**config.mk**
```make
export PLATFORM = sky130hd
export DESIGN_NAME = read_capture
export DESIGN_NICKNAME = d
export VERILOG_FILES = /design/src/hw/sdram_pkg.sv /design/src/hw/read_capture.sv
export SDC_FILE = /design/constraint.sdc
export NUM_CORES = 1
export LEC_CHECK = 0
export BUFFER_PORTS_ARGS = -buffer_cell sky130_fd_sc_hd__buf_4
export CAP_MARGIN = 20
export CORE_MARGIN = 2
export CORE_UTILIZATION = 25
export DETAILED_ROUTE_END_ITERATION = 8
export PLACE_DENSITY_LB_ADDON = 0.15
export SETUP_SLACK_MARGIN = 0.3
export SYNTH_ARGS = -nofsm -noshare
export SYNTH_HDL_FRONTEND = slang
export SYNTH_SLANG_ARGS = --single-unit
```
**constraint.sdc**
```tcl
create_clock -name clk -period 1.6 [get_ports clk]
set_input_delay 0.48 -clock clk [delete_from_list [all_inputs] [get_ports clk]]
set_output_delay 0.48 -clock clk [all_outputs]
set_load 0.03 [all_outputs]
```
**src/hw/sdram_pkg.sv**
```systemverilog
// SDRAM controller definitions
`default_nettype none

package sdram_pkg;

    // --------------------
    // Device geometry
    // --------------------
    localparam int DATA_W = 16;
    localparam int ROW_W  = 13;
    localparam int COL_W  = 9;
    localparam int BANK_W = 2;
    localparam int ADDR_W = ROW_W + BANK_W + COL_W;

    // Host address layout, row above bank above column
    localparam int COL_LSB  = 0;
    localparam int BANK_LSB = COL_LSB + COL_W;
    localparam int ROW_LSB  = BANK_LSB + BANK_W;

    // --------------------
    // Timing in clk cycles
    // --------------------
    localparam int T_RST_DLY      = 200;
    localparam int T_RP           = 3;
    localparam int T_RFC          = 8;
    localparam int T_MRD          = 2;
    localparam int T_RCD          = 3;
    localparam int T_REF_INTERVAL = 300;
    localparam int CAS_LATENCY    = 2;

    localparam int TIMER_W   = $clog2(T_RST_DLY + 1);
    localparam int REF_TMR_W = $clog2(T_REF_INTERVAL + 1);
    localparam int REF_CNT_W = 4;

    typedef logic [TIMER_W-1:0]   timer_t;
    typedef logic [REF_TMR_W-1:0] ref_tmr_t;
    typedef logic [REF_CNT_W-1:0] ref_cnt_t;

    // --------------------
    // Mode register
    // --------------------
    localparam logic [2:0] BURST_LEN_1     = 3'b000;
    localparam logic       BURST_SEQ       = 1'b0;
    localparam logic [2:0] CAS_FIELD       = 3'(CAS_LATENCY);
    localparam logic [1:0] OP_STANDARD     = 2'b00;
    localparam logic       WR_BURST_SINGLE = 1'b1;

    // A[12:10] reserved, then write burst mode, op mode, CL, burst type, length
    localparam logic [ROW_W-1:0] MODE_WORD = {
        3'b000, WR_BURST_SINGLE, OP_STANDARD, CAS_FIELD, BURST_SEQ, BURST_LEN_1
    };

    // Sequencer states
    typedef enum logic [3:0] {
        RESET,
        RST_DLY,
        WAIT_START,
        INIT_NOP,
        INIT_PRECHG,
        INIT_REF1,
        INIT_REF2,
        LMR,
        IDLE,
        REFRESH,
        ACTIVE,
        READ,
        WRITE,
        PRECHG
    } seq_state_t;

    // One host access
    typedef struct packed {
        logic [ADDR_W-1:0] addr;
        logic              wr;
        logic [DATA_W-1:0] wdata;
    } host_cmd_t;

    // SDRAM control pins, active low where prefixed with n
    typedef struct packed {
        logic              cke;
        logic              ncs;
        logic              nras;
        logic              ncas;
        logic              nwe;
        logic              dqml;
        logic              dqmh;
        logic [BANK_W-1:0] ba;
        logic [ROW_W-1:0]  a;
    } sdram_pins_t;

endpackage

`default_nettype wire

```
**src/hw/read_capture.sv**
```systemverilog
// Read data capture
`default_nettype none

module read_capture (
    input  wire logic                           clk,
    input  wire logic                           reset,
    input  wire logic                           read_issue,
    input  wire logic [sdram_pkg::DATA_W-1:0]   dq_in,
    output logic                                cmd_done_rd,
    output logic [sdram_pkg::DATA_W-1:0]        rd_data
);

    // One stage per cycle of CAS latency
    logic [sdram_pkg::CAS_LATENCY-1:0]  valid_pipe;
    logic [sdram_pkg::DATA_W-1:0]       data_q;

    always_ff @(posedge clk or posedge reset) begin
        if (reset) begin
            valid_pipe <= '0;
        end else begin
            valid_pipe <= {valid_pipe[sdram_pkg::CAS_LATENCY-2:0], read_issue};
        end
    end

    assign cmd_done_rd = valid_pipe[sdram_pkg::CAS_LATENCY-1];

    always_ff @(posedge clk) begin
        if (cmd_done_rd) begin
            data_q <= dq_in;
        end
    end

    // Bus data in the done cycle, held copy afterwards
    assign rd_data = cmd_done_rd ? dq_in : data_q;

endmodule

`default_nettype wire

```
==> run metrics <==
critical path's largest stage delay 0.45 ns; synth warn 0; kind of start point of the critical path flop; detail-routed net length per standard cell around 12 um; worst clock skew just under 0.0006 ns; share of the synthesized netlist area taken by xor and xnor gates 0; post-synthesis share of cell area spent on full adders, half adders and majority gates 0; Syn Area/Cell ~17 um2; number of filler cells placed in the layout around 240; critical setup path kind reg2out; CP Data Required Time approximately 1.1 ns; top layer reached by signal wires met3; Slew Limit Fails 0; Chip Width 53.9 um; most frequent cells in the layout 21 x sky130_fd_sc_hd__buf_6, 20 x sky130_fd_sc_hd__buf_4, 16 x sky130_fd_sc_hd__mux2_4, 16 x sky130_fd_sc_hd__dfxtp_1, 3 x sky130_fd_sc_hd__clkbuf_4; non-filler instance count after layout 110; final weighted congestion in routability-driven placement 0.554; Worst-Margin Slew 0.101 ns; synthesized flop and latch total 18; floorplan core area 0.00241 mm2; initial antenna violation count 0; overall routed net length 1.27 mm; cells along the critical path buf_6, mux2_4, buf_6; Worst R2R Path Depth 3; worst vdd rail ir drop 0.641 mV; sequential share of the synthesized area 0.594; effective utilization at floorplan 0.259; half-perimeter wire length of the detailed placement result 952 um; via count of the first global-routing pass 469; area share of and/or/nand/nor cells after synthesis 0; met2 routed WL between 600 and 700 um; setup slack after placement between 0.06 and 0.07 ns; setup slack of the worst register-to-register path approximately 0.48 ns; vias between 400 and 500; total of max-cap violations 0; Worst R2R End data_q[10]; number of vias per cell after detailed routing between 3 and 4; count of different cell masters after synthesis 7; largest family of logic cells by synthesized area multiplexers; share of final-layout standard cells stronger than drive strength 1 0.775; total design power between 1 and 1.5 mW; pin count of the biggest net entering global routing 11; slack of the critical path -0.211 ns; number of placement rows 18; final core occ 0.447; total track usage 0.0990; most common library cell in the layout ignoring fill and taps sky130_fd_sc_hd__buf_6; final hold violations 0; relative slew slack 0.933; Iter 0 DRT Violations 1; floorplan die area 0.00291 mm2; biggest fanout along the worst timing path 6; Clock Latency Late Sink 0.29 ns; RR Startpoint valid_pipe[1]; Slowest cell on crit path sky130_fd_sc_hd__dfrtp_2; Reg clk slew, reported paths approximately 0.1 ns; highest attainable clock frequency around 0.55 GHz; total routed wire length on the met1 layer between 500 and 600 um; count of endpoints failing setup in the final report 16; global-route wire length before repair 1.95 mm; static leakage power 0.538 nW; final worst-path cycle share 1.13; Antenna Cells 0; most frequent cell on the critical path sky130_fd_sc_hd__buf_6; final layout net count 100; master cell of the clock root buffer sky130_fd_sc_hd__clkbuf_4; IO Port Bufs 35; total placed cells including tap cells just over 100; htree depth 1; power density cells a little over 1000 mW/mm2; number of design rule violations left after detail routing 0; net count after synthesis between 50 and 60; buffer depth of the longest clock path 2; crit path DAT approximately 1.3 ns; number of buffers inserted during clock tree synthesis 3; First-pass DRT Iterations 2; post-detailed-route count of antenna-violating nets 0; unrepaired setup endpoints after global routing true; number of hold buffers added after cts 0; total I/O pin count 36; routed length on met3 113 um; area growth from synthesis to layout 72.7%; crit-path leading delay family flip-flops; vertical die dimension about 54 um; failing checks negative setup slack; TritonCTS clock tree done; Design Area, Final ~0.0011 mm2; endpoint kind of the worst setup timing path primary output; type of the worst min-delay path in2async; outcome finished, violations left; Compound-Gate Fraction of Synth Area 0; cell count after synthesis 37; combined area of all synthesized cells between 600 and 700 um2; Remaining Overflow, GRT 0; Buf+Inv Stages, Crit Path 2; clock sink total 18; time the final worst path needs with I/O delays and setup 1.81 ns; proportion of synthesized area in mux cells 0.349; Post-Place Cell Area 916 um2
kinds of logic after synthesis:
group,after synthesis
flip-flops,18
buffers and inverters,3
multiplexers,16
how the worst max path moves through the flow:
stage,startpoint,to,depth (start not counted)
detailed placement,valid_pipe[1],rd_data[14],3
finish,valid_pipe[1],rd_data[7],3
global route,valid_pipe[1],rd_data[14],3
CTS,valid_pipe[1],rd_data[7],3
floorplan,valid_pipe[1],rd_data[10],3
global placement,valid_pipe[1],rd_data[14],3
layout make-up:
cell class	count	area (um2)	area share
Inverter	1	3.75	0.00349
Multi-Input combinational cell	16	240	0.223
Sequential cell	18	372	0.345
Timing Repair Buffer	41	387	0.359
Tap cell	30	37.5	0.0349
Clock buffer	4	36.3	0.0337
flip-flops by register name (all words and copies together) (netlist names):
signal      cells
valid_pipe      2
data_q         16
synth_stat cells:
cell type | n | share of area
sky130_fd_sc_hd__buf_6 | 1 | 0.018
sky130_fd_sc_hd__inv_1 | 1 | 0.0060
sky130_fd_sc_hd__dfxtp_1 | 16 | 0.51
sky130_fd_sc_hd__buf_12 | 1 | 0.032
sky130_fd_sc_hd__dfrtp_1 | 2 | 0.080
sky130_fd_sc_hd__mux2_2 | 6 | 0.11
sky130_fd_sc_hd__mux2_4 | 10 | 0.24
stage by stage:
| step | hold slack [ns] | TNS (ns) |
|---|---|---|
| 4_1_cts | 0.0114 | -3.72 |
| 3_5_place_dp | 0.344 | 0 |
| 6_report | 0.0338 | -3.28 |
| 3_3_place_gp | 0.340 | 0 |
| 2_1_floorplan | 0.221 | 0 |
| 5_1_grt | 0.0173 | -4.29 |
report_power, final:
group	switching [mW]	internal [mW]	total, mW
Combinational	0.151	0.182	0.333
Clock	0.138	0.139	0.276
Sequential	0.0121	0.494	0.506
Total	0.301	0.814	1.11
what timing repair did:
action	in CTS	in global routing
setup endpoints to repair	17	17
setup buffers	1	2
resized for setup	25	2
per-layer routing:
layer | up-vias | global-route usage
li1 | 210 | -
met1 | 194 | 0.105
met2 | 20 | 0.165
met3 | 0 | 0.0444
met4 | 0 | 0.0513
met5 | - | 0
worst register-to-register path: stages, from the launching register on:
cell and delay, ns:
sky130_fd_sc_hd__dfrtp_2 0.45, sky130_fd_sc_hd__buf_6 0.15, sky130_fd_sc_hd__mux2_4 0.30, sky130_fd_sc_hd__buf_4 0.13
No activity file was read; power rests on OpenSTA's default activity.
