===== config.mk =====
export PLATFORM = sky130hd
export DESIGN_NAME = cmd_encode
export DESIGN_NICKNAME = d
export VERILOG_FILES = /design/src/hw/sdram_pkg.sv /design/src/hw/cmd_encode.sv
export SDC_FILE = /design/constraint.sdc
export NUM_CORES = 1
export LEC_CHECK = 0
export ABC_AREA = 0
export BUFFER_PORTS_ARGS = -buffer_cell sky130_fd_sc_hd__buf_2
export CAP_MARGIN = 20
export CORE_MARGIN = 3
export CORE_UTILIZATION = 30
export DETAILED_ROUTE_END_ITERATION = 10
export GPL_TIMING_DRIVEN = 0
export PLACE_DENSITY = 0.88
export SETUP_SLACK_MARGIN = 0.15
export SYNTH_ARGS = -nofsm -noshare
export SYNTH_HDL_FRONTEND = slang
export SYNTH_SLANG_ARGS = --single-unit

===== constraint.sdc =====
create_clock -name vclk -period 1.3
set_input_delay 0.26 -clock vclk [all_inputs]
set_output_delay 0.26 -clock vclk [all_outputs]
set_load 0.05 [all_outputs]

===== src/hw/sdram_pkg.sv =====
// SDRAM controller definitions
`default_nettype none

package sdram_pkg;

    // --------------------
    // Device geometry
    // --------------------
    localparam int DATA_W = 16;
    localparam int ROW_W  = 13;
    localparam int COL_W  = 9;
    localparam int BANK_W = 2;
    localparam int ADDR_W = ROW_W + BANK_W + COL_W;

    // Host address layout, row above bank above column
    localparam int COL_LSB  = 0;
    localparam int BANK_LSB = COL_LSB + COL_W;
    localparam int ROW_LSB  = BANK_LSB + BANK_W;

    // --------------------
    // Timing in clk cycles
    // --------------------
    localparam int T_RST_DLY      = 200;
    localparam int T_RP           = 3;
    localparam int T_RFC          = 8;
    localparam int T_MRD          = 2;
    localparam int T_RCD          = 3;
    localparam int T_REF_INTERVAL = 300;
    localparam int CAS_LATENCY    = 2;

    localparam int TIMER_W   = $clog2(T_RST_DLY + 1);
    localparam int REF_TMR_W = $clog2(T_REF_INTERVAL + 1);
    localparam int REF_CNT_W = 4;

    typedef logic [TIMER_W-1:0]   timer_t;
    typedef logic [REF_TMR_W-1:0] ref_tmr_t;
    typedef logic [REF_CNT_W-1:0] ref_cnt_t;

    // --------------------
    // Mode register
    // --------------------
    localparam logic [2:0] BURST_LEN_1     = 3'b000;
    localparam logic       BURST_SEQ       = 1'b0;
    localparam logic [2:0] CAS_FIELD       = 3'(CAS_LATENCY);
    localparam logic [1:0] OP_STANDARD     = 2'b00;
    localparam logic       WR_BURST_SINGLE = 1'b1;

    // A[12:10] reserved, then write burst mode, op mode, CL, burst type, length
    localparam logic [ROW_W-1:0] MODE_WORD = {
        3'b000, WR_BURST_SINGLE, OP_STANDARD, CAS_FIELD, BURST_SEQ, BURST_LEN_1
    };

    // Sequencer states
    typedef enum logic [3:0] {
        RESET,
        RST_DLY,
        WAIT_START,
        INIT_NOP,
        INIT_PRECHG,
        INIT_REF1,
        INIT_REF2,
        LMR,
        IDLE,
        REFRESH,
        ACTIVE,
        READ,
        WRITE,
        PRECHG
    } seq_state_t;

    // One host access
    typedef struct packed {
        logic [ADDR_W-1:0] addr;
        logic              wr;
        logic [DATA_W-1:0] wdata;
    } host_cmd_t;

    // SDRAM control pins, active low where prefixed with n
    typedef struct packed {
        logic              cke;
        logic              ncs;
        logic              nras;
        logic              ncas;
        logic              nwe;
        logic              dqml;
        logic              dqmh;
        logic [BANK_W-1:0] ba;
        logic [ROW_W-1:0]  a;
    } sdram_pins_t;

endpackage

`default_nettype wire


===== src/hw/cmd_encode.sv =====
// SDRAM command encoder
`default_nettype none

module cmd_encode (
    input  wire sdram_pkg::seq_state_t    state,
    input  wire logic                     timer_busy,
    input  wire sdram_pkg::host_cmd_t     cur_cmd,
    output sdram_pkg::sdram_pins_t        pins,
    output logic [sdram_pkg::DATA_W-1:0]  dq_out,
    output logic                          dq_oe
);

    always_comb begin
        // Inhibit unless a state below says otherwise
        pins.cke  = 1'b1;
        pins.ncs  = 1'b1;
        pins.nras = 1'b1;
        pins.ncas = 1'b1;
        pins.nwe  = 1'b1;
        pins.dqml = 1'b0;
        pins.dqmh = 1'b0;
        pins.ba   = '0;
        pins.a    = '0;

        case (state)
            sdram_pkg::RESET, sdram_pkg::RST_DLY,
            sdram_pkg::WAIT_START, sdram_pkg::IDLE: begin
                pins.ncs = 1'b1;
            end
            default: begin
                pins.ncs = 1'b0;
                // Waiting out a command, NOP
                if (!timer_busy) begin
                    case (state)
                        sdram_pkg::INIT_PRECHG, sdram_pkg::PRECHG: begin
                            pins.nras  = 1'b0;
                            pins.nwe   = 1'b0;
                            // All banks
                            pins.a[10] = 1'b1;
                        end
                        sdram_pkg::INIT_REF1, sdram_pkg::INIT_REF2,
                        sdram_pkg::REFRESH: begin
                            pins.nras = 1'b0;
                            pins.ncas = 1'b0;
                        end
                        sdram_pkg::LMR: begin
                            pins.nras = 1'b0;
                            pins.ncas = 1'b0;
                            pins.nwe  = 1'b0;
                            pins.a    = sdram_pkg::MODE_WORD;
                        end
                        sdram_pkg::ACTIVE: begin
                            pins.nras = 1'b0;
                            pins.ba   = cur_cmd.addr[sdram_pkg::BANK_LSB +: sdram_pkg::BANK_W];
                            pins.a    = cur_cmd.addr[sdram_pkg::ROW_LSB +: sdram_pkg::ROW_W];
                        end
                        sdram_pkg::READ, sdram_pkg::WRITE: begin
                            pins.ncas = 1'b0;
                            pins.nwe  = (state != sdram_pkg::WRITE);
                            pins.ba   = cur_cmd.addr[sdram_pkg::BANK_LSB +: sdram_pkg::BANK_W];
                            // A10 stays low, no auto-precharge
                            pins.a[sdram_pkg::COL_W-1:0] =
                                cur_cmd.addr[sdram_pkg::COL_LSB +: sdram_pkg::COL_W];
                        end
                        default: begin
                            pins.nras = 1'b1;
                        end
                    endcase
                end
            end
        endcase
    end

    // Write data on the bus only with the WRITE command
    assign dq_out = cur_cmd.wdata;
    assign dq_oe  = (state == sdram_pkg::WRITE);

endmodule

`default_nettype wire


==> flow_metrics.env <==
export IMPL_worstPathMaxFanout=9
export IMPL_min_path_type="input port to output pin"
export IMPL_grt_overflow=0
export IMPL_initial_utilization_pct=32.1
export IMPL_placed_area_mm2=0.00112
export IMPL_num_io_pins=85
export IMPL_initialDrtViolationCount=19
export IMPL_comb_power_share_pct=100.0
export IMPL_die_area_mm2=0.00273
export IMPL_fin_crit_ns=1.70
export IMPL_drt_vias_per_instance=5.25
export IMPL_hpwl_um=1970
export IMPL_avgSynthCellArea_um2=6.55
export IMPL_crit_type="input port to output pin"
export IMPL_fin_nets=221
export IMPL_nFlopsAndLatches=0
export IMPL_antenna_found_initial=0
export IMPL_crit_top_cell="buf_6"
export IMPL_track_usage_pct=24.3
export IMPL_synth_common_cells="buf_4, a21oi_1, nand2_1, o21ai_0, buf_2"
export IMPL_final_hold_viol_count=0
export IMPL_vdd_drop_max_mv=0.267
export IMPL_yosysMostFrequentCell="buf_4"
export IMPL_drt_total_wl_um=3590
export IMPL_power_density_mw_per_mm2=370
export IMPL_grt_pass1_wl_um=4890
export IMPL_ant_nets=0
export IMPL_die_y_um=52.3
export IMPL_met1_usage_pct=23.5
export IMPL_max_freq_mhz=588
export IMPL_cp_arrival_ns=1.44
export IMPL_swShare_pct=58.2
export IMPL_setup_violations=20
export IMPL_drv_cap=0
export IMPL_p_sw_mw=0.326
export IMPL_grt_max_degree=11
export IMPL_synth_cell_type_count=29
export IMPL_gp_congestion=0.771
export IMPL_synth_top_area_cell="buf_4"
export IMPL_chipWidth_um=52.3
export IMPL_syn_to_final_growth_pct=136
export IMPL_drive_above_1_share_pct=75.1
export IMPL_synth_top_area_share_pct=22.2
export IMPL_crit_path_end_kind="output pin"
export IMPL_grt_use_met2_pct=50.6
export IMPL_internal_power_mw=0.235
export IMPL_status="finished with violations"
export IMPL_n_antenna_cell=0
export IMPL_regArea_um2=0
export IMPL_utilization_pct=75.7
export IMPL_syn_inst=98
export IMPL_placementRows=16
export IMPL_grt_pass1_vias=967
export IMPL_p_clk_share_pct=0
export IMPL_grt_busiest_layer="met2"
export IMPL_dr_pass1_iters=5
export IMPL_cp_slowest_cell="o21ai_1"
export IMPL_critPathLaunchType="input port"
export IMPL_num_vias=1050
export IMPL_ys_seq_area_share_pct=0
export IMPL_routedWlPerCell_um=17.9
export IMPL_yosysWarnings=0
export IMPL_fillCellCount=122
export IMPL_io_buffers=64
export IMPL_cellLeakagePower_nw=0.713
export IMPL_violations="setup timing"
export IMPL_setup_slack_ns=-0.402
export IMPL_final_area_mm2=0.00152
export IMPL_cp_required_ns=1.04
export IMPL_met3_usage_pct=5.13
export IMPL_rsz0062_at_grt="yes"
export IMPL_drv_slew=0
export IMPL_drc=0
export IMPL_p_seq_share_pct=0
export IMPL_core_area_mm2=0.00200
export IMPL_crit_chain="buf_8 > and4bb_1 > buf_6 > buf_4 > o21ai_1 > a21oi_4 > buf_6"
export IMPL_synthesis_area_um2=642
export IMPL_nClkBuffers=0
export IMPL_critPathMaxStageDelay_ns=0.31
export IMPL_finalCritPeriodShare_pct=131
export IMPL_yosys_top_cells_area="buf_4, a21oi_1, o21ai_0"
-- layout make-up --
cell class         count  area (µm²)  share of cell area [%]
plain buffers         27         228                    15.0
inverters              2        7.51                   0.495
multi-input cells     70         624                    41.2
well taps             27        33.8                    2.23
repair buffers        74         622                    41.0
-- placed cells by master (no fill, tap or decap), types with 3 or more instances in the layout --
cell type	n
a21oi_2	5
a21oi_4	5
and4b_1	3
buf_2	43
buf_4	26
buf_6	17
buf_8	12
conb_1	3
nand2_1	10
nand2b_1	3
o21ai_0	5
o21ai_1	5
-- routing by layer --
metal | vias up | wire, µm
li1 | 466 | -
met1 | 480 | 1160
met2 | 86 | 1790
met3 | 18 | 462
met4 | 0 | 173
met5 | - | 0
-- through the flow --
| step | setup WS, ns | hold WS (ns) | std cells | setup TNS (ns) | power, mW |
|---|---|---|---|---|---|
| global placement | -0.463 | 0.822 | 190 | -6.50 | 0.426 |
| detailed placement | -0.486 | 0.822 | 190 | -6.92 | 0.435 |
| global route | -0.436 | 0.827 | 200 | -5.69 | 0.583 |
| finish | -0.402 | 0.822 | 200 | -4.80 | 0.561 |
| CTS | -0.345 | 0.822 | 199 | -4.26 | 0.528 |
| floorplan | -0.366 | 0.579 | 99 | -3.68 | 0.333 |
-- worst max-delay path: cells and delay by family --
family | cells | cell delay (ns)
buffers and inverters | 4 | 0.55
AO/OA/AOI/OAI | 2 | 0.40
AND/OR/NAND/NOR | 1 | 0.21
-- power by group through the flow --
stage | logic, mW | clock network (mW) | registers (mW)
final | 0.561 | 0 | 0
after global routing | 0.583 | 0 | 0
after CTS | 0.528 | 0 | 0
after detailed placement | 0.435 | 0 | 0
after global placement | 0.426 | 0 | 0
after floorplan | 0.333 | 0 | 0
-- worst paths after layout --
kind / cells past startpoint / start / endpoint
worst max-delay path: 7 / state[3] / pins[3]
worst min-delay path: 2 / cur_cmd[0] / dq_out[0]
-- cell families (layout without fill, tap and decap cells) --
family | count (synthesis) | count (layout) | synth area share (%)
AND/OR/NAND/NOR | 37 | 37 | 37.0
buffers and inverters | 29 | 103 | 31.6
AO/OA/AOI/OAI | 26 | 26 | 24.6
XOR/XNOR | 3 | 3 | 4.09
other | 2 | 3 | 1.17
adder cells (fa/ha/maj) | 1 | 1 | 1.56
-- what timing repair did --
action | 4_1_cts | 5_1_grt
endpoints found under the setup margin | 20 | 20
pin swaps | 10 | 4
setup buffers | 8 | 1
gates cloned | 1 | 0
hold buffers | 0 | 0
gates resized for setup | 75 | 8
No activity file was read; power rests on OpenSTA's default activity.
