File: src/hw/sdram_pkg.sv
// SDRAM controller definitions
`default_nettype none

package sdram_pkg;

    // --------------------
    // Device geometry
    // --------------------
    localparam int DATA_W = 16;
    localparam int ROW_W  = 13;
    localparam int COL_W  = 9;
    localparam int BANK_W = 2;
    localparam int ADDR_W = ROW_W + BANK_W + COL_W;

    // Host address layout, row above bank above column
    localparam int COL_LSB  = 0;
    localparam int BANK_LSB = COL_LSB + COL_W;
    localparam int ROW_LSB  = BANK_LSB + BANK_W;

    // --------------------
    // Timing in clk cycles
    // --------------------
    localparam int T_RST_DLY      = 200;
    localparam int T_RP           = 3;
    localparam int T_RFC          = 8;
    localparam int T_MRD          = 2;
    localparam int T_RCD          = 3;
    localparam int T_REF_INTERVAL = 300;
    localparam int CAS_LATENCY    = 2;

    localparam int TIMER_W   = $clog2(T_RST_DLY + 1);
    localparam int REF_TMR_W = $clog2(T_REF_INTERVAL + 1);
    localparam int REF_CNT_W = 4;

    typedef logic [TIMER_W-1:0]   timer_t;
    typedef logic [REF_TMR_W-1:0] ref_tmr_t;
    typedef logic [REF_CNT_W-1:0] ref_cnt_t;

    // --------------------
    // Mode register
    // --------------------
    localparam logic [2:0] BURST_LEN_1     = 3'b000;
    localparam logic       BURST_SEQ       = 1'b0;
    localparam logic [2:0] CAS_FIELD       = 3'(CAS_LATENCY);
    localparam logic [1:0] OP_STANDARD     = 2'b00;
    localparam logic       WR_BURST_SINGLE = 1'b1;

    // A[12:10] reserved, then write burst mode, op mode, CL, burst type, length
    localparam logic [ROW_W-1:0] MODE_WORD = {
        3'b000, WR_BURST_SINGLE, OP_STANDARD, CAS_FIELD, BURST_SEQ, BURST_LEN_1
    };

    // Sequencer states
    typedef enum logic [3:0] {
        RESET,
        RST_DLY,
        WAIT_START,
        INIT_NOP,
        INIT_PRECHG,
        INIT_REF1,
        INIT_REF2,
        LMR,
        IDLE,
        REFRESH,
        ACTIVE,
        READ,
        WRITE,
        PRECHG
    } seq_state_t;

    // One host access
    typedef struct packed {
        logic [ADDR_W-1:0] addr;
        logic              wr;
        logic [DATA_W-1:0] wdata;
    } host_cmd_t;

    // SDRAM control pins, active low where prefixed with n
    typedef struct packed {
        logic              cke;
        logic              ncs;
        logic              nras;
        logic              ncas;
        logic              nwe;
        logic              dqml;
        logic              dqmh;
        logic [BANK_W-1:0] ba;
        logic [ROW_W-1:0]  a;
    } sdram_pins_t;

endpackage

`default_nettype wire

File: src/hw/refresh_sched.sv
// Auto-refresh scheduler
`default_nettype none

module refresh_sched (
    input  wire logic  clk,
    input  wire logic  reset,
    input  wire logic  init_done,
    input  wire logic  refresh_issue,
    output logic       refresh_pending
);

    sdram_pkg::ref_tmr_t  interval_cnt;
    sdram_pkg::ref_cnt_t  pending_cnt;
    logic                 interval_wrap;

    // One refresh owed every T_REF_INTERVAL + 1 cycles
    assign interval_wrap = (interval_cnt == sdram_pkg::ref_tmr_t'(sdram_pkg::T_REF_INTERVAL));

    always_ff @(posedge clk or posedge reset) begin
        if (reset) begin
            interval_cnt <= '0;
        end else if (init_done || interval_wrap) begin
            interval_cnt <= '0;
        end else begin
            interval_cnt <= interval_cnt + 1'b1;
        end
    end

    // Saturating count of owed refreshes
    always_ff @(posedge clk or posedge reset) begin
        if (reset) begin
            pending_cnt <= '0;
        end else if (init_done) begin
            pending_cnt <= '0;
        end else if (interval_wrap && !refresh_issue) begin
            if (pending_cnt != '1) pending_cnt <= pending_cnt + 1'b1;
        end else if (refresh_issue && !interval_wrap) begin
            if (pending_cnt != '0) pending_cnt <= pending_cnt - 1'b1;
        end
    end

    assign refresh_pending = (pending_cnt != '0);

endmodule

`default_nettype wire

File: config.mk
export PLATFORM = sky130hd
export DESIGN_NAME = refresh_sched
export DESIGN_NICKNAME = d
export VERILOG_FILES = /design/src/hw/sdram_pkg.sv /design/src/hw/refresh_sched.sv
export SDC_FILE = /design/constraint.sdc
export NUM_CORES = 1
export LEC_CHECK = 0
export BUFFER_PORTS_ARGS = -buffer_cell sky130_fd_sc_hd__buf_2
export CAP_MARGIN = 20
export CORE_MARGIN = 2
export CORE_UTILIZATION = 51
export DETAILED_ROUTE_END_ITERATION = 8
export PLACE_DENSITY = 0.79
export SKIP_LAST_GASP = 1
export SLEW_MARGIN = 25
export SYNTH_ARGS = -nofsm -noshare
export SYNTH_HDL_FRONTEND = slang
export SYNTH_SLANG_ARGS = --single-unit
File: constraint.sdc
create_clock -name clk -period 2.2 [get_ports clk]
set_clock_uncertainty 0.2 [all_clocks]
set_input_delay 0.22 -clock clk [delete_from_list [all_inputs] [get_ports clk]]
set_output_delay 0.22 -clock clk [all_outputs]
set_load 0.02 [all_outputs]
==> metrics.yaml, run 1 <==
die_w_um: 43.56
drt_wl_total_um: 1695
cp-end-kind: "register"
worst-setup-path-type: "register to register"
rsz0062_at_grt: "yes"
cp_max_fo: 3
drv_cap: 0
total_power_w: 0.0009818
antenna_cells: 0
slew_headroom_pct: 65.85
via_per_inst: 5.541
clk_path_buf_depth: 2
setup_slack_ns: -0.2104
syn_nets: 89
path_clk_slew_ns: 0.07
die_h_um: 43.56
crit_slowest_cell: "or4_1"
dp_hpwl_um: 1206
grt_pass1_wl_um: 2884
ioPinCount: 5
hold_viol: 0
die_area_um2: 1897
antenna_left: 0
syn_area_per_cell_um2: 9.978
core_area_um2: 1489
gp_congestion: 0.8841
drt_iter0_drc: 15
drc_errors: 0
power_density_nw_per_um2: 916.6
root_buffer: "clkbuf_4"
syn-cell-area_um2: 798.3
yosysWarnings: 0
rows: 14
leakagePower_nw: 0.4861
clock_latency_ns: 0.27
io_buffers: 4
slew_violations: 0
critPathMaxStageDelay_ns: 0.46
cts_inserted_buffers: 3
start_util_pct: 53.61
grt_max_degree: 14
htree_levels: 1
max_slew.worst_pin.slew_ns: 0.5117
grt_usage_pct: 20.80
layout.nets: 116
synth-seq-area-share_pct: 40.75
grt_pass1_vias: 655
violations: "negative setup slack"
fmax_mhz: 414.9
vias: 676
start_kind: "register"
critPathRequiredTime_ns: 2.16
vdd_drop_max_uv: 621.3
hp-class: "input pin to register"
worst-path-buf-inv: 1
dp_slack_ns: -0.2848
drive_above_1_share_pct: 35.85
antenna_found_initial: 0
path_cells: "inv_1 -> ha_1 -> nand4b_1 -> or3_4 -> ha_4 -> a21o_4 -> a21oi_2 -> or4_1 -> o311ai_1"
first_pass_iters: 4
grt_overflow: 0
final.setup.tns_ns: -0.3742
setup_violations: 3
min_period_ns: 2.410
worst_path_dominant_cell_family: "simple AND/OR/NAND/NOR gates"
run_status: "complete, but fails checks"
wire_per_inst_um: 13.89
numClockSinks: 13
period_share_pct: 109.6
area_growth_pct: 34.17
cts_tree: "done"
postSynthCellCount: 80
crit_arrival_ns: 2.37
synth.distinct_cells: 34
ys_seq_elements: 13
## report_power, final
part           internal (W)  switching (W)
registers          0.000277      0.0000662
clock network     0.0000702      0.0000750
logic              0.000268       0.000226
## stage by stage
step                      hold WS [ns]  utilization, %  area [µm²]  std cells
final                          0.04794           71.93        1071        122
after global routing           0.06409           71.93        1071        122
after CTS                      0.03378           71.26        1061        121
after detailed placement       0.06938           64.03       953.4        114
after global placement         0.06806           64.03       953.4        114
after floorplan                -0.1030               -       804.5         80
## path summary, 6_finish.rpt
path | from | end | slack [ns] | depth (start not counted)
worst min-delay path | init_done | pending_cnt[1]$_DFFE_PP0P_ | 0.05 | 2
worst max-delay path | interval_cnt[0]$_DFF_PP0_ | pending_cnt[3]$_DFFE_PP0P_ | -0.21 | 9
worst max register to register | interval_cnt[0]$_DFF_PP0_ | pending_cnt[3]$_DFFE_PP0P_ | -0.21 | 9
max in group asynchronous | reset | interval_cnt[0]$_DFF_PP0_ | 1.14 | 3
min in group asynchronous | reset | interval_cnt[3]$_DFF_PP0_ | 0.31 | 3
worst min register to register | interval_cnt[0]$_DFF_PP0_ | interval_cnt[0]$_DFF_PP0_ | 0.35 | 2
## registers in the layout, summed over array words and instances, names as in the netlist
name and cells:
interval_cnt 9, pending_cnt 4
## routing by layer
| metal | GRT usage, % | routed length [µm] | vias up |
|---|---|---|---|
| li1 | - | - | 330 |
| met5 | 0 | 0 | - |
| met1 | 27.01 | 764 | 324 |
| met4 | 9.697 | 45 | 0 |
| met3 | 5.000 | 60 | 6 |
| met2 | 32.65 | 825 | 16 |
## synth_stat cells, drive strengths merged
library cell | n | area [µm²]
a2111oi | 1 | 8.760
a211oi | 1 | 7.510
a21o | 1 | 8.760
a21oi | 1 | 5.000
a41o | 1 | 10.01
and2 | 1 | 7.510
and3 | 1 | 6.260
clkbuf | 1 | 3.750
dfrtp | 13 | 325.3
fa | 1 | 20.02
ha | 4 | 50.05
inv | 8 | 30.03
mux2i | 1 | 10.01
nand2 | 3 | 11.26
nand2b | 1 | 6.260
nand3 | 2 | 10.01
nand4 | 1 | 6.260
nand4b | 1 | 8.760
nand4bb | 1 | 27.53
nor2 | 11 | 41.29
nor3 | 3 | 15.01
nor3b | 2 | 15.01
o211a | 1 | 10.01
o21ai | 3 | 15.01
o311ai | 1 | 8.760
o41ai | 1 | 8.760
or2 | 1 | 6.260
or2b | 1 | 8.760
or3 | 2 | 17.52
or4 | 2 | 18.77
xnor2 | 2 | 17.52
xor2 | 6 | 52.55
## final cells by class
type	instances	area (µm²)
multi-input cells	58	500.5
fillers	107	417.9
flip-flops and latches	13	325.3
repair buffers	23	168.9
inverters	8	30.03
clock buffers	4	26.28
well taps	16	20.02
## logic make-up after synthesis
kind of cell,share of synthesized area [%]
xor gates and xnor gates,8.778
DFF,40.75
and+or+nand+nor,25.86
muxes,1.254
AOI/OAI and AO/OA,10.34
adders and majority gates,8.778
buffers and inverters,4.232
## cell usage in the layout (no fill, tap or decap), drive strengths merged, types with 2 or more instances in the layout
| cell type | Yosys | routed |
|---|---|---|
| buf | 0 | 22 |
| clkbuf | 1 | 4 |
| dfrtp | 13 | 13 |
| ha | 4 | 4 |
| inv | 8 | 8 |
| nand2 | 3 | 3 |
| nand3 | 2 | 2 |
| nor2 | 11 | 11 |
| nor3 | 3 | 3 |
| nor3b | 2 | 2 |
| o21ai | 3 | 3 |
| or3 | 2 | 2 |
| or4 | 2 | 2 |
| xnor2 | 2 | 2 |
| xor2 | 6 | 6 |
## worst reg2reg max path, stage by stage (launching register included)
cell and delay, ns:
dfrtp_1 0.38, inv_1 0.06, ha_1 0.13, nand4b_1 0.11
or3_4 0.39, ha_4 0.28, a21o_4 0.13, a21oi_2 0.07
or4_1 0.46, o311ai_1 0.11
## timing repair
item	in CTS	in global routing
hold buffers	1	0
setup buffers	2	1
resized for setup	7	3
endpoints found under the hold margin	13	0
pin swaps	7	2
endpoints found under the setup margin	3	3
Power figures use the tool's default switching activity.
==> run 2, diff against run 1 <==
--- a/config.mk
+++ b/config.mk
@@ -10,5 +10,5 @@
 export CORE_MARGIN = 2
-export CORE_UTILIZATION = 51
+export CORE_UTILIZATION = 45
 export DETAILED_ROUTE_END_ITERATION = 8
-export PLACE_DENSITY = 0.79
+export PLACE_DENSITY = 0.72
 export SKIP_LAST_GASP = 1
--- a/constraint.sdc
+++ b/constraint.sdc
@@ -4,2 +4,2 @@
 set_output_delay 0.22 -clock clk [all_outputs]
-set_load 0.02 [all_outputs]
+set_load 0.005 [all_outputs]
==> run 2 against run 1 <==
The run still ends with negative setup slack left. Critical path depth is the same. Combinational power shrank 2%. First-iteration DRC count shrank 67%. Cell area grew 1.9%. Count of clock-buffer cells in the layout is the same. Worst setup slack gained 0.024 ns. Sequential cell count is the same.
==> metrics.yaml, run 2 (synthesis results as in run 1) <==
fmax_mhz: 419.0
hold_depth: 2
wire_per_inst_um: 13.23
grt_util_met2_pct: 33.06
cts_inserted_buffers: 3
crit_arrival_ns: 2.36
regMostFlops: "interval_cnt"
first_pass_iters: 4
clk_path_buf_depth: 2
grt_max_degree: 14
violations: "negative setup slack"
vias: 642
cp_max_fo: 4
grt_pass1_wl_um: 2773
grt.met3_usage_pct: 2.353
rsz0062_at_grt: "yes"
grt-busiest-layer: "met2"
drc_errors: 0
r2r_cells: 9
via_per_inst: 5.177
drt_wl_total_um: 1640
start_kind: "register"
largest_reg_flops: 9
hp-start: "init_done"
rows: 15
layout.nets: 117
area_growth_pct: 36.68
period_share_pct: 108.5
ioPinCount: 5
antenna_left: 0
reg2reg_from: "interval_cnt[1]$_DFF_PP0_"
drv_cap: 0
final_common_cell: "buf_4"
cp-end-kind: "register"
total_power_w: 0.0009684
vdd_drop_max_uv: 370.3
slew_violations: 0
path_clk_slew_ns: 0.08
drt_iter0_drc: 5
start_util_pct: 47.26
critPathRequiredTime_ns: 2.17
final.setup.tns_ns: -0.3916
antenna_found_initial: 0
max_slew.worst_pin.slew_ns: 0.5039
gp_congestion: 0.7644
htree_levels: 1
dp_hpwl_um: 1218
core_area_um2: 1689
run_status: "complete, but fails checks"
leakagePower_nw: 0.4911
grt_usage_pct: 18.20
grt_use_met1_pct: 22.17
hold_viol: 0
power_density_nw_per_um2: 887.6
fillers: 140
slew_headroom_pct: 66.37
biggestRegsByFlops: "interval_cnt x9, pending_cnt x4"
setup_slack_ns: -0.1865
min_period_ns: 2.387
die_h_um: 46.12
die_area_um2: 2127
antenna_cells: 0
die_w_um: 46.12
worst-setup-path-type: "register to register"
crit_start: "interval_cnt[1]$_DFF_PP0_"
clock_latency_ns: 0.27
numClockSinks: 13
hp-class: "input pin to register"
setup_violations: 3
grt_overflow: 0
mostFrequentLayoutCells: "buf_4 (18), dfrtp_1 (13), nor2_1 (11), inv_1 (7), xor2_1 (6)"
root_buffer: "clkbuf_4"
grt_pass1_vias: 666
drive_above_1_share_pct: 39.25
cts_tree: "done"
io_buffers: 4
-- run 2: changes by cell type in the layout (fill, tap and decap cells not counted), sizes merged --
cell,before,now
buf,22,23
-- run 2: layout make-up --
type | instances | area, µm² | share of cell area [%]
sequential | 13 | 325.3 | 29.82
tap | 17 | 21.27 | 1.950
clock buffer | 4 | 26.28 | 2.408
timing repair buffer | 24 | 176.4 | 16.17
inverter | 8 | 30.03 | 2.752
multi-input combinational | 58 | 511.7 | 46.90
-- run 2: repair_timing --
item,4_1_cts,5_1_grt
gates resized for setup,6,6
buffers inserted,4,2
hold buffers,1,0
endpoints found under the setup margin,2,3
endpoints found under the hold margin,13,0
pin swaps,9,3
-- run 2: final timing paths --
| kind | endpoint | slack (ns) |
|---|---|---|
| setup / recovery | pending_cnt[3]$_DFFE_PP0P_ | -0.19 |
| setup reg to reg | pending_cnt[3]$_DFFE_PP0P_ | -0.19 |
| max in group asynchronous | interval_cnt[8]$_DFF_PP0_ | 1.15 |
| hold reg to reg | interval_cnt[8]$_DFF_PP0_ | 0.36 |
| min in group asynchronous | pending_cnt[2]$_DFFE_PP0P_ | 0.31 |
| hold / removal | pending_cnt[1]$_DFFE_PP0P_ | 0.04 |
-- run 2: power breakdown --
part	total (W)	switching, W	internal, W
Combinational	0.000482	0.000209	0.000273
Clock	0.000145	0.0000752	0.0000701
Sequential	0.000341	0.0000648	0.000277
Total	0.000968	0.000349	0.000619
-- run 2: worst max-delay path, cell delays in order (launching register included) --
cell and delay [ns]:
dfrtp_1 0.38, inv_1 0.06, ha_2 0.16, nand4b_1 0.11
or3_4 0.40, ha_4 0.28, a21o_4 0.13, a21oi_2 0.06
or4_4 0.42, o311ai_2 0.09
-- run 2: per-stage QoR --
step | setup slack [ns] | hold WS, ns | utilization [%] | instance area (µm²) | cells
after floorplan | -0.2051 | -0.1030 | - | 804.5 | 80
after global placement | -0.1694 | 0.07042 | 55.63 | 939.7 | 113
after detailed placement | -0.2841 | 0.07699 | 55.63 | 939.7 | 113
after CTS | -0.2287 | 0.02650 | 62.52 | 1056 | 122
after global routing | -0.3046 | 0.03934 | 64.59 | 1091 | 124
final | -0.1865 | 0.04175 | 64.59 | 1091 | 124
-- run 2: per-layer routing --
metal	share of wire [%]	wire length [µm]
met5	0	0
met4	0	0
met3	1.5	25
met2	54	893
met1	44	721
