$ cat src/hw/sdram_pkg.sv
// SDRAM controller definitions
`default_nettype none

package sdram_pkg;

    // --------------------
    // Device geometry
    // --------------------
    localparam int DATA_W = 16;
    localparam int ROW_W  = 13;
    localparam int COL_W  = 9;
    localparam int BANK_W = 2;
    localparam int ADDR_W = ROW_W + BANK_W + COL_W;

    // Host address layout, row above bank above column
    localparam int COL_LSB  = 0;
    localparam int BANK_LSB = COL_LSB + COL_W;
    localparam int ROW_LSB  = BANK_LSB + BANK_W;

    // --------------------
    // Timing in clk cycles
    // --------------------
    localparam int T_RST_DLY      = 200;
    localparam int T_RP           = 3;
    localparam int T_RFC          = 8;
    localparam int T_MRD          = 2;
    localparam int T_RCD          = 3;
    localparam int T_REF_INTERVAL = 300;
    localparam int CAS_LATENCY    = 2;

    localparam int TIMER_W   = $clog2(T_RST_DLY + 1);
    localparam int REF_TMR_W = $clog2(T_REF_INTERVAL + 1);
    localparam int REF_CNT_W = 4;

    typedef logic [TIMER_W-1:0]   timer_t;
    typedef logic [REF_TMR_W-1:0] ref_tmr_t;
    typedef logic [REF_CNT_W-1:0] ref_cnt_t;

    // --------------------
    // Mode register
    // --------------------
    localparam logic [2:0] BURST_LEN_1     = 3'b000;
    localparam logic       BURST_SEQ       = 1'b0;
    localparam logic [2:0] CAS_FIELD       = 3'(CAS_LATENCY);
    localparam logic [1:0] OP_STANDARD     = 2'b00;
    localparam logic       WR_BURST_SINGLE = 1'b1;

    // A[12:10] reserved, then write burst mode, op mode, CL, burst type, length
    localparam logic [ROW_W-1:0] MODE_WORD = {
        3'b000, WR_BURST_SINGLE, OP_STANDARD, CAS_FIELD, BURST_SEQ, BURST_LEN_1
    };

    // Sequencer states
    typedef enum logic [3:0] {
        RESET,
        RST_DLY,
        WAIT_START,
        INIT_NOP,
        INIT_PRECHG,
        INIT_REF1,
        INIT_REF2,
        LMR,
        IDLE,
        REFRESH,
        ACTIVE,
        READ,
        WRITE,
        PRECHG
    } seq_state_t;

    // One host access
    typedef struct packed {
        logic [ADDR_W-1:0] addr;
        logic              wr;
        logic [DATA_W-1:0] wdata;
    } host_cmd_t;

    // SDRAM control pins, active low where prefixed with n
    typedef struct packed {
        logic              cke;
        logic              ncs;
        logic              nras;
        logic              ncas;
        logic              nwe;
        logic              dqml;
        logic              dqmh;
        logic [BANK_W-1:0] ba;
        logic [ROW_W-1:0]  a;
    } sdram_pins_t;

endpackage

`default_nettype wire

$ cat src/hw/sdram_seq.sv
// SDRAM command sequencer
`default_nettype none

module sdram_seq (
    input  wire logic                  clk,
    input  wire logic                  reset,
    input  wire logic                  start,
    input  wire logic                  cmd_req,
    input  wire sdram_pkg::host_cmd_t  cmd,
    input  wire logic                  refresh_pending,
    output sdram_pkg::seq_state_t      state,
    output logic                       timer_busy,
    output sdram_pkg::host_cmd_t       cur_cmd,
    output logic                       cmd_accepted,
    output logic                       cmd_done_wr,
    output logic                       refresh_issue,
    output logic                       init_done,
    output logic                       read_issue
);

    sdram_pkg::seq_state_t  next_state;
    sdram_pkg::timer_t      timer;
    sdram_pkg::timer_t      timer_load;
    logic                   timer_done;

    // Last cycle of a timed state
    assign timer_done = (timer == sdram_pkg::timer_t'(1));

    // --------------------
    // Next state
    // --------------------
    always_comb begin
        next_state = state;
        case (state)
            sdram_pkg::RESET: begin
                next_state = sdram_pkg::RST_DLY;
            end
            sdram_pkg::RST_DLY: begin
                if (timer_done) next_state = sdram_pkg::WAIT_START;
            end
            sdram_pkg::WAIT_START: begin
                if (start) next_state = sdram_pkg::INIT_NOP;
            end
            sdram_pkg::INIT_NOP: begin
                next_state = sdram_pkg::INIT_PRECHG;
            end
            sdram_pkg::INIT_PRECHG: begin
                if (timer_done) next_state = sdram_pkg::INIT_REF1;
            end
            sdram_pkg::INIT_REF1: begin
                if (timer_done) next_state = sdram_pkg::INIT_REF2;
            end
            sdram_pkg::INIT_REF2: begin
                if (timer_done) next_state = sdram_pkg::LMR;
            end
            sdram_pkg::IDLE: begin
                // Host access wins over a pending refresh
                if (cmd_req) begin
                    next_state = sdram_pkg::ACTIVE;
                end else if (refresh_pending) begin
                    next_state = sdram_pkg::REFRESH;
                end
            end
            sdram_pkg::ACTIVE: begin
                if (timer_done) begin
                    next_state = cur_cmd.wr ? sdram_pkg::WRITE : sdram_pkg::READ;
                end
            end
            sdram_pkg::READ, sdram_pkg::WRITE: begin
                next_state = sdram_pkg::PRECHG;
            end
            sdram_pkg::LMR, sdram_pkg::REFRESH, sdram_pkg::PRECHG: begin
                if (timer_done) next_state = sdram_pkg::IDLE;
            end
            default: begin
                next_state = sdram_pkg::RESET;
            end
        endcase
    end

    // Wait time of the state being entered
    always_comb begin
        case (next_state)
            sdram_pkg::RST_DLY: begin
                timer_load = sdram_pkg::timer_t'(sdram_pkg::T_RST_DLY);
            end
            sdram_pkg::INIT_PRECHG, sdram_pkg::PRECHG: begin
                timer_load = sdram_pkg::timer_t'(sdram_pkg::T_RP);
            end
            sdram_pkg::INIT_REF1, sdram_pkg::INIT_REF2, sdram_pkg::REFRESH: begin
                timer_load = sdram_pkg::timer_t'(sdram_pkg::T_RFC);
            end
            sdram_pkg::LMR: begin
                timer_load = sdram_pkg::timer_t'(sdram_pkg::T_MRD);
            end
            sdram_pkg::ACTIVE: begin
                timer_load = sdram_pkg::timer_t'(sdram_pkg::T_RCD);
            end
            default: begin
                timer_load = '0;
            end
        endcase
    end

    // --------------------
    // State and timer
    // --------------------
    always_ff @(posedge clk or posedge reset) begin
        if (reset) begin
            state      <= sdram_pkg::RESET;
            timer      <= '0;
            timer_busy <= 1'b0;
        end else begin
            state      <= next_state;
            // Low only in the first cycle of a state, where the command goes out
            timer_busy <= (next_state == state);
            if (next_state != state) begin
                timer <= timer_load;
            end else if (timer != '0) begin
                timer <= timer - 1'b1;
            end
        end
    end

    // Address and data stay fixed from ACTIVE to the end of the access
    always_ff @(posedge clk) begin
        if (state == sdram_pkg::IDLE && next_state == sdram_pkg::ACTIVE) begin
            cur_cmd <= cmd;
        end
    end

    // Handshake and side pulses
    assign cmd_accepted  = (state == sdram_pkg::READ) || (state == sdram_pkg::WRITE);
    assign cmd_done_wr   = (state == sdram_pkg::WRITE);
    assign read_issue    = (state == sdram_pkg::READ);
    assign refresh_issue = (state == sdram_pkg::REFRESH) && !timer_busy;
    assign init_done     = (state == sdram_pkg::INIT_REF2) && (next_state != state);

endmodule

`default_nettype wire

$ cat config.mk
export PLATFORM = sky130hd
export DESIGN_NAME = sdram_seq
export DESIGN_NICKNAME = d
export VERILOG_FILES = /design/src/hw/sdram_pkg.sv /design/src/hw/sdram_seq.sv
export SDC_FILE = /design/constraint.sdc
export NUM_CORES = 1
export LEC_CHECK = 0
export BUFFER_PORTS_ARGS = -buffer_cell sky130_fd_sc_hd__buf_4
export CAP_MARGIN = 20
export CORE_MARGIN = 3
export CORE_UTILIZATION = 45
export DETAILED_ROUTE_END_ITERATION = 8
export GPL_TIMING_DRIVEN = 0
export PLACE_DENSITY = 0.8
export SYNTH_ARGS = -nofsm -noshare
export SYNTH_HDL_FRONTEND = slang
export SYNTH_SLANG_ARGS = --single-unit
$ cat constraint.sdc
create_clock -name clk -period 16.48 [get_ports clk]
set_input_delay 2.472 -clock clk [delete_from_list [all_inputs] [get_ports clk]]
set_output_delay 2.472 -clock clk [all_outputs]
set_load 0.02 [all_outputs]
==> results_dict.tcl, run 1 <==
set metrics [dict create \
    dp_cells 350 \
    drtPass1Iterations 5 \
    wl_um 5840 \
    rsz0062_at_grt "no" \
    fin_skew_ps 10.6 \
    fp.dieH_um 80.0 \
    clkPwrFrac 0.156 \
    max_clock_freq_mhz 211 \
    yosysSeqAreaShare 0.632 \
    async_flop_share 0.241 \
    synthDistinctLibCells 48 \
    grt_usage 0.177 \
    crit_type "in2reg" \
    setup_viol 0 \
    fin_crit_sh 0.288 \
    clock-sinks 54 \
    finalNonFillerCells 358 \
    cts_root_buffer "clkbuf_8" \
    cp_slowest_cell "nor4b_2" \
    cts.clk_slew.worst_paths_ps 100 \
    period_needed_ps 4750 \
    startpoint_type "input port" \
    ctsHoldBuffers 0 \
    crit_path_max_incr_delay_ps 740 \
    tightest_slew_ps 892 \
    cap_violations 0 \
    postCtsSetupRepairBufs 0 \
    avgSynthCellArea_um2 13.7 \
    place.detailed.hpwl_um 4520 \
    port_buffers 96 \
    start_util 0.473 \
    cts.path.max_buffers 2 \
    routabilityCongestion 0.862 \
    grt_overflow 0 \
    synth_cells 180 \
    synth-edff-count 41 \
    path_buf_inv 3 \
    final_cell_mix "100 x buf_4, 41 x edfxtp_1, 13 x dfrtp_1" \
    relSlewSlack 0.404 \
    drive_gt1_frac 0.451 \
    cts_tree "built" \
    cp.arrival_ps 4760 \
    drt-vias-per-instance 5.28 \
    yosys_warnings 0 \
    required_ps 16500 \
    postRouteAntennaNets 0 \
    cts_buffers 5 \
    endpoint_kind "flip-flop" \
    yosysTopAreaCellShare 0.500 \
    power.switching_uw 186 \
    final_max_slew_viol_count 0 \
    syn_nets 232 \
    chipWidth_um 80.0 \
    p_leak_uw 0.00148 \
    seq_power_share 0.371 \
    drt-initial-drc-count 88 \
    hold_path.class "reg2reg" \
    tns_ps 0 \
    n_antenna_cell 0 \
    die_area_um2 6390 \
    hold_viol_final 0 \
    num_io_pins 97 \
    dpl-instance-area_um2 3310 \
    ir_drop_mv 0.105 \
    grt_pass1_wl_um 8760 \
    intPower_uw 301 \
    crit_family "simple AND/OR/NAND/NOR gates" \
    synth_seq_cells 54 \
    worstSkewPairLatency_ps 300 \
    combPwrFrac 0.473 \
    vias 1891 \
    rrSetupSlack_ps 12890 \
    synth_area_um2 2460 \
    nFillCells 408 \
    worst_path_most_repeated_cell "buf_4" \
    worst_slack_ps 11730 \
    cts_max_level 2 \
    post_cts_resized 0 \
    area_growth_pct 38.3 \
    fin_area_um2 3400 \
    drc_errors 0 \
    final_nets 339 \
    p_sw_frac 0.382 \
    mostFrequentLayoutCell "buf_4" \
    rows 26 \
    crit_fanout 10 \
    yosys.area.top_type "edfxtp_1" \
    antenna_found_initial 0 \
    place_ws_ps 11420 \
    status "completed" \
    path_cells "buf_4 -> nor3b_1 -> o21ai_0 -> and2_1 -> o211a_1 -> ha_1 -> nor4b_2 -> buf_4 -> buf_4" \
    p_per_area_nw_per_um2 143 \
    wl_per_cell_um 16.3 \
    finalPower_uw 488 \
    synth_flop_cell "edfxtp_1" \
    grt_pass1_vias 1796 \
    grt_max_degree 20 \
    synthTopCellsByArea "edfxtp_1 50%, dfrtp_1 13%, ha_1 3.1%, inv_1 1.8%, mux2_4 1.8%" \
    core_area_um2 5200 \
]
-- through the flow --
step / utilization / hold slack [ps]
5_1_grt: 0.654 / 699
4_1_cts: 0.654 / 674
3_3_place_gp: 0.628 / 646
6_report: 0.654 / 681
2_1_floorplan: - / 606
3_5_place_dp: 0.635 / 646
-- synthesized netlist by cell type, types with 2 or more instances --
cell / count
a21oi_1: 6
a31oi_1: 2
and3_1: 2
buf_2: 6
buf_6: 2
dfrtp_1: 13
edfxtp_1: 41
ha_1: 6
inv_1: 12
maj3_1: 2
mux2_4: 3
mux2i_1: 3
nand2_1: 9
nand2b_1: 3
nand3_1: 2
nand4bb_1: 2
nor2_1: 12
nor2b_1: 2
nor3_1: 5
nor3b_1: 2
nor4_1: 3
nor4bb_1: 2
o211ai_1: 5
o21ai_0: 4
o311ai_0: 3
o31ai_1: 2
xnor2_1: 4
xor2_1: 2
-- power groups by stage --
stage	Clock, uW	Combinational, uW	Sequential, uW
6_report	76.0	231	181
5_1_grt	84.2	254	183
4_1_cts	78.9	230	180
3_5_place_dp	0	229	183
3_3_place_gp	0	221	183
2_1_floorplan	0	168	185
-- cells by family after synthesis --
kind of cell | Yosys count | share of synthesized area
buffers and inverters | 20 | 0.0397
flip-flops | 54 | 0.632
AND/OR/NAND/NOR | 54 | 0.137
AO/OA/AOI/OAI | 31 | 0.0956
adder cells (fa/ha/maj) | 8 | 0.0386
multiplexers | 7 | 0.0351
XOR/XNOR | 6 | 0.0214
-- path summary, 6_finish.rpt --
| path | from | depth (start not counted) | end |
|---|---|---|---|
| max in group asynchronous | reset | 2 | timer[5] |
| setup / recovery | start | 9 | cur_cmd[32] |
| hold / removal | timer[7] | 3 | timer[7] |
| hold reg to reg | timer[7] | 3 | timer[7] |
| min in group asynchronous | reset | 2 | state[3] |
| setup reg to reg | timer[1] | 10 | cur_cmd[32] |
-- flip-flops by register name, indices dropped and copies added, names as in the netlist --
name,cells
state,4
cur_cmd,41
timer,8
timer_busy,1
-- per-layer routing --
| layer | track usage | wire (um) |
|---|---|---|
| met5 | 0 | 0 |
| met4 | 0.0389 | 38 |
| met3 | 0.0485 | 563 |
| met2 | 0.283 | 2790 |
| met1 | 0.241 | 2450 |
-- area by class of cell --
class | count | area, um2 | share of cell area
Multi-Input combinational cell | 106 | 813 | 0.239
Buffer | 8 | 52.6 | 0.0154
Sequential cell | 54 | 1560 | 0.457
Timing Repair Buffer | 100 | 751 | 0.221
Clock buffer | 5 | 68.8 | 0.0202
Clock inverter | 3 | 28.8 | 0.00846
Tap cell | 70 | 87.6 | 0.0257
Inverter | 12 | 45.0 | 0.0132
-- tightest hold or removal path, delay by kind of cell (launching register included) --
| family | cells | cell delay, ps |
|---|---|---|
| DFF | 1 | 430 |
| and+or+nand+nor | 1 | 70 |
| muxes | 1 | 60 |
| xor gates and xnor gates | 1 | 90 |
(Power assumes the default switching activity.)
==> run 2: changes to the inputs <==
==> constraint.sdc (replaced) <==
create_clock -name clk -period 4.55 [get_ports clk]
set_input_delay 0.6825 -clock clk [delete_from_list [all_inputs] [get_ports clk]]
set_output_delay 0.6825 -clock clk [all_outputs]
set_load 0.02 [all_outputs]
==> run 2 against run 1 <==
  * First-iteration DRC count grew 33%
  * Via count shrank 2.7%
  * Power grew to 3.7 times the previous value
  * Critical path depth grew 1
  * Utilization grew 0.34 points
  * Clock skew shrank 3.7 ps
  * Largest cell class unchanged
  * Clock power grew to 4.1 times the previous value
  * Register-to-register slack lost 12000 ps
==> results_dict.tcl, run 2 (synthesized netlist as in run 1, its figures left out) <==
set metrics [dict create \
    drt-initial-drc-count 117 \
    cts_buffers 5 \
    p_sw_frac 0.360 \
    path_cells "inv_1 -> ha_1 -> nor3b_4 -> nand2_1 -> o21ai_0 -> o211a_1 -> ha_1 -> nor4b_4 -> buf_6 -> buf_8" \
    clkPwrFrac 0.173 \
    grt_usage 0.180 \
    cts_root_buffer "clkbuf_8" \
    p_per_area_nw_per_um2 522 \
    vias 1839 \
    combPwrFrac 0.463 \
    fin_crit_sh 0.743 \
    fin_util 0.657 \
    routabilityCongestion 0.886 \
    r2r-end "cur_cmd[20]" \
    rsz0062_at_grt "no" \
    crit_type "reg2reg" \
    cp.arrival_ps 3400 \
    hold_ws_ps 405 \
    crit_path_max_incr_delay_ps 630 \
    cap_violations 0 \
    worst_slack_ps 1170 \
    path_buf_inv 3 \
    wl_per_cell_um 16.0 \
    hold_path.class "in2async" \
    drive_gt1_frac 0.444 \
    postRouteAntennaNets 0 \
    core_area_um2 5200 \
    post_cts_resized 0 \
    grt_pass1_wl_um 8720 \
    tns_ps 0 \
    r2r_start "timer[1]" \
    startpoint_type "flip-flop" \
    fp.dieH_um 80.0 \
    start_util 0.473 \
    ctsHoldBuffers 0 \
    cts.clk_slew.worst_paths_ps 90 \
    die_area_um2 6390 \
    finalPower_uw 1790 \
    fin_skew_ps 6.86 \
    worstSkewPairLatency_ps 300 \
    drtPass1Iterations 4 \
    status "completed" \
    period_needed_ps 3380 \
    crit_fanout 17 \
    seq_power_share 0.364 \
    grt_max_degree 18 \
    ff2ff_path_depth 10 \
    required_ps 4560 \
    place.detailed.hpwl_um 4440 \
    tightest_slew_ps 720 \
    cts_max_level 2 \
    drt-vias-per-instance 5.17 \
    max_clock_freq_mhz 296 \
    num_io_pins 97 \
    hold_viol_final 0 \
    final_cell_mix "96 x buf_4, 41 x edfxtp_1, 13 x dfrtp_1" \
    area_growth_pct 39.0 \
    cts_tree "built" \
    grt_overflow 0 \
    chipWidth_um 80.0 \
    worst_path_most_repeated_cell "ha_1" \
    reg_top3 "cur_cmd: 41 flops, timer: 8 flops, state: 4 flops" \
    crit_family "simple AND/OR/NAND/NOR gates" \
    wl_um 5690 \
    cp_slowest_cell "nor4b_4" \
    clock-sinks 54 \
    grt_pass1_vias 1752 \
    port_buffers 96 \
    intPower_uw 1140 \
    mostFrequentLayoutCell "buf_4" \
    n_antenna_cell 0 \
    ir_drop_mv 0.455 \
    drc_errors 0 \
    p_leak_uw 0.00147 \
    final_max_slew_viol_count 0 \
    cts.path.max_buffers 2 \
    relSlewSlack 0.518 \
    postCtsSetupRepairBufs 0 \
    rrSetupSlack_ps 1170 \
    rows 26 \
    largest_register_ffs 41 \
    endpoint_kind "flip-flop" \
    final_nets 337 \
    place_ws_ps 1180 \
    setup_viol 0 \
    power.switching_uw 644 \
    antenna_found_initial 0 \
    largest-register "cur_cmd" \
]
==> run 2: cell type report <==
class,instances,area (um2)
Clock buffer,6,72.6
Buffer,8,52.6
Timing Repair Buffer,98,747
Inverter,12,45.0
Tap cell,70,87.6
Clock inverter,2,37.5
Sequential cell,54,1560
Multi-Input combinational cell,106,822
Fill cell,399,1780
==> run 2: per-layer routing <==
| metal | up-vias | global-route usage | wire length (um) |
|---|---|---|---|
| met5 | - | 0 | 0 |
| met4 | 0 | 0.0490 | 61 |
| met3 | 8 | 0.0519 | 621 |
| met2 | 91 | 0.286 | 2710 |
| met1 | 849 | 0.240 | 2300 |
| li1 | 891 | - | - |
==> run 2: power by group through the flow <==
stage | clock (uW) | combinational, uW | sequential [uW]
floorplan | 0 | 610 | 671
global placement | 0 | 801 | 660
detailed placement | 0 | 820 | 663
CTS | 319 | 827 | 652
global route | 345 | 928 | 660
finish | 310 | 827 | 650
==> run 2: how the worst max path moves through the flow <==
stage	start	end	slack [ps]	cells after the start
2_1_floorplan	timer[1]	cur_cmd[0]	100	8
4_1_cts	timer[1]	cur_cmd[20]	1160	10
3_5_place_dp	timer[1]	cur_cmd[6]	1180	10
3_3_place_gp	timer[1]	cur_cmd[38]	-830	8
5_1_grt	timer[1]	cur_cmd[20]	810	10
6_report	timer[1]	cur_cmd[20]	1170	10
==> run 2: stage by stage <==
step,cell area (um2),cells
3_5_place_dp,3310,348
5_1_grt,3420,356
2_1_floorplan,2470,180
3_3_place_gp,3280,346
4_1_cts,3420,356
6_report,3420,356
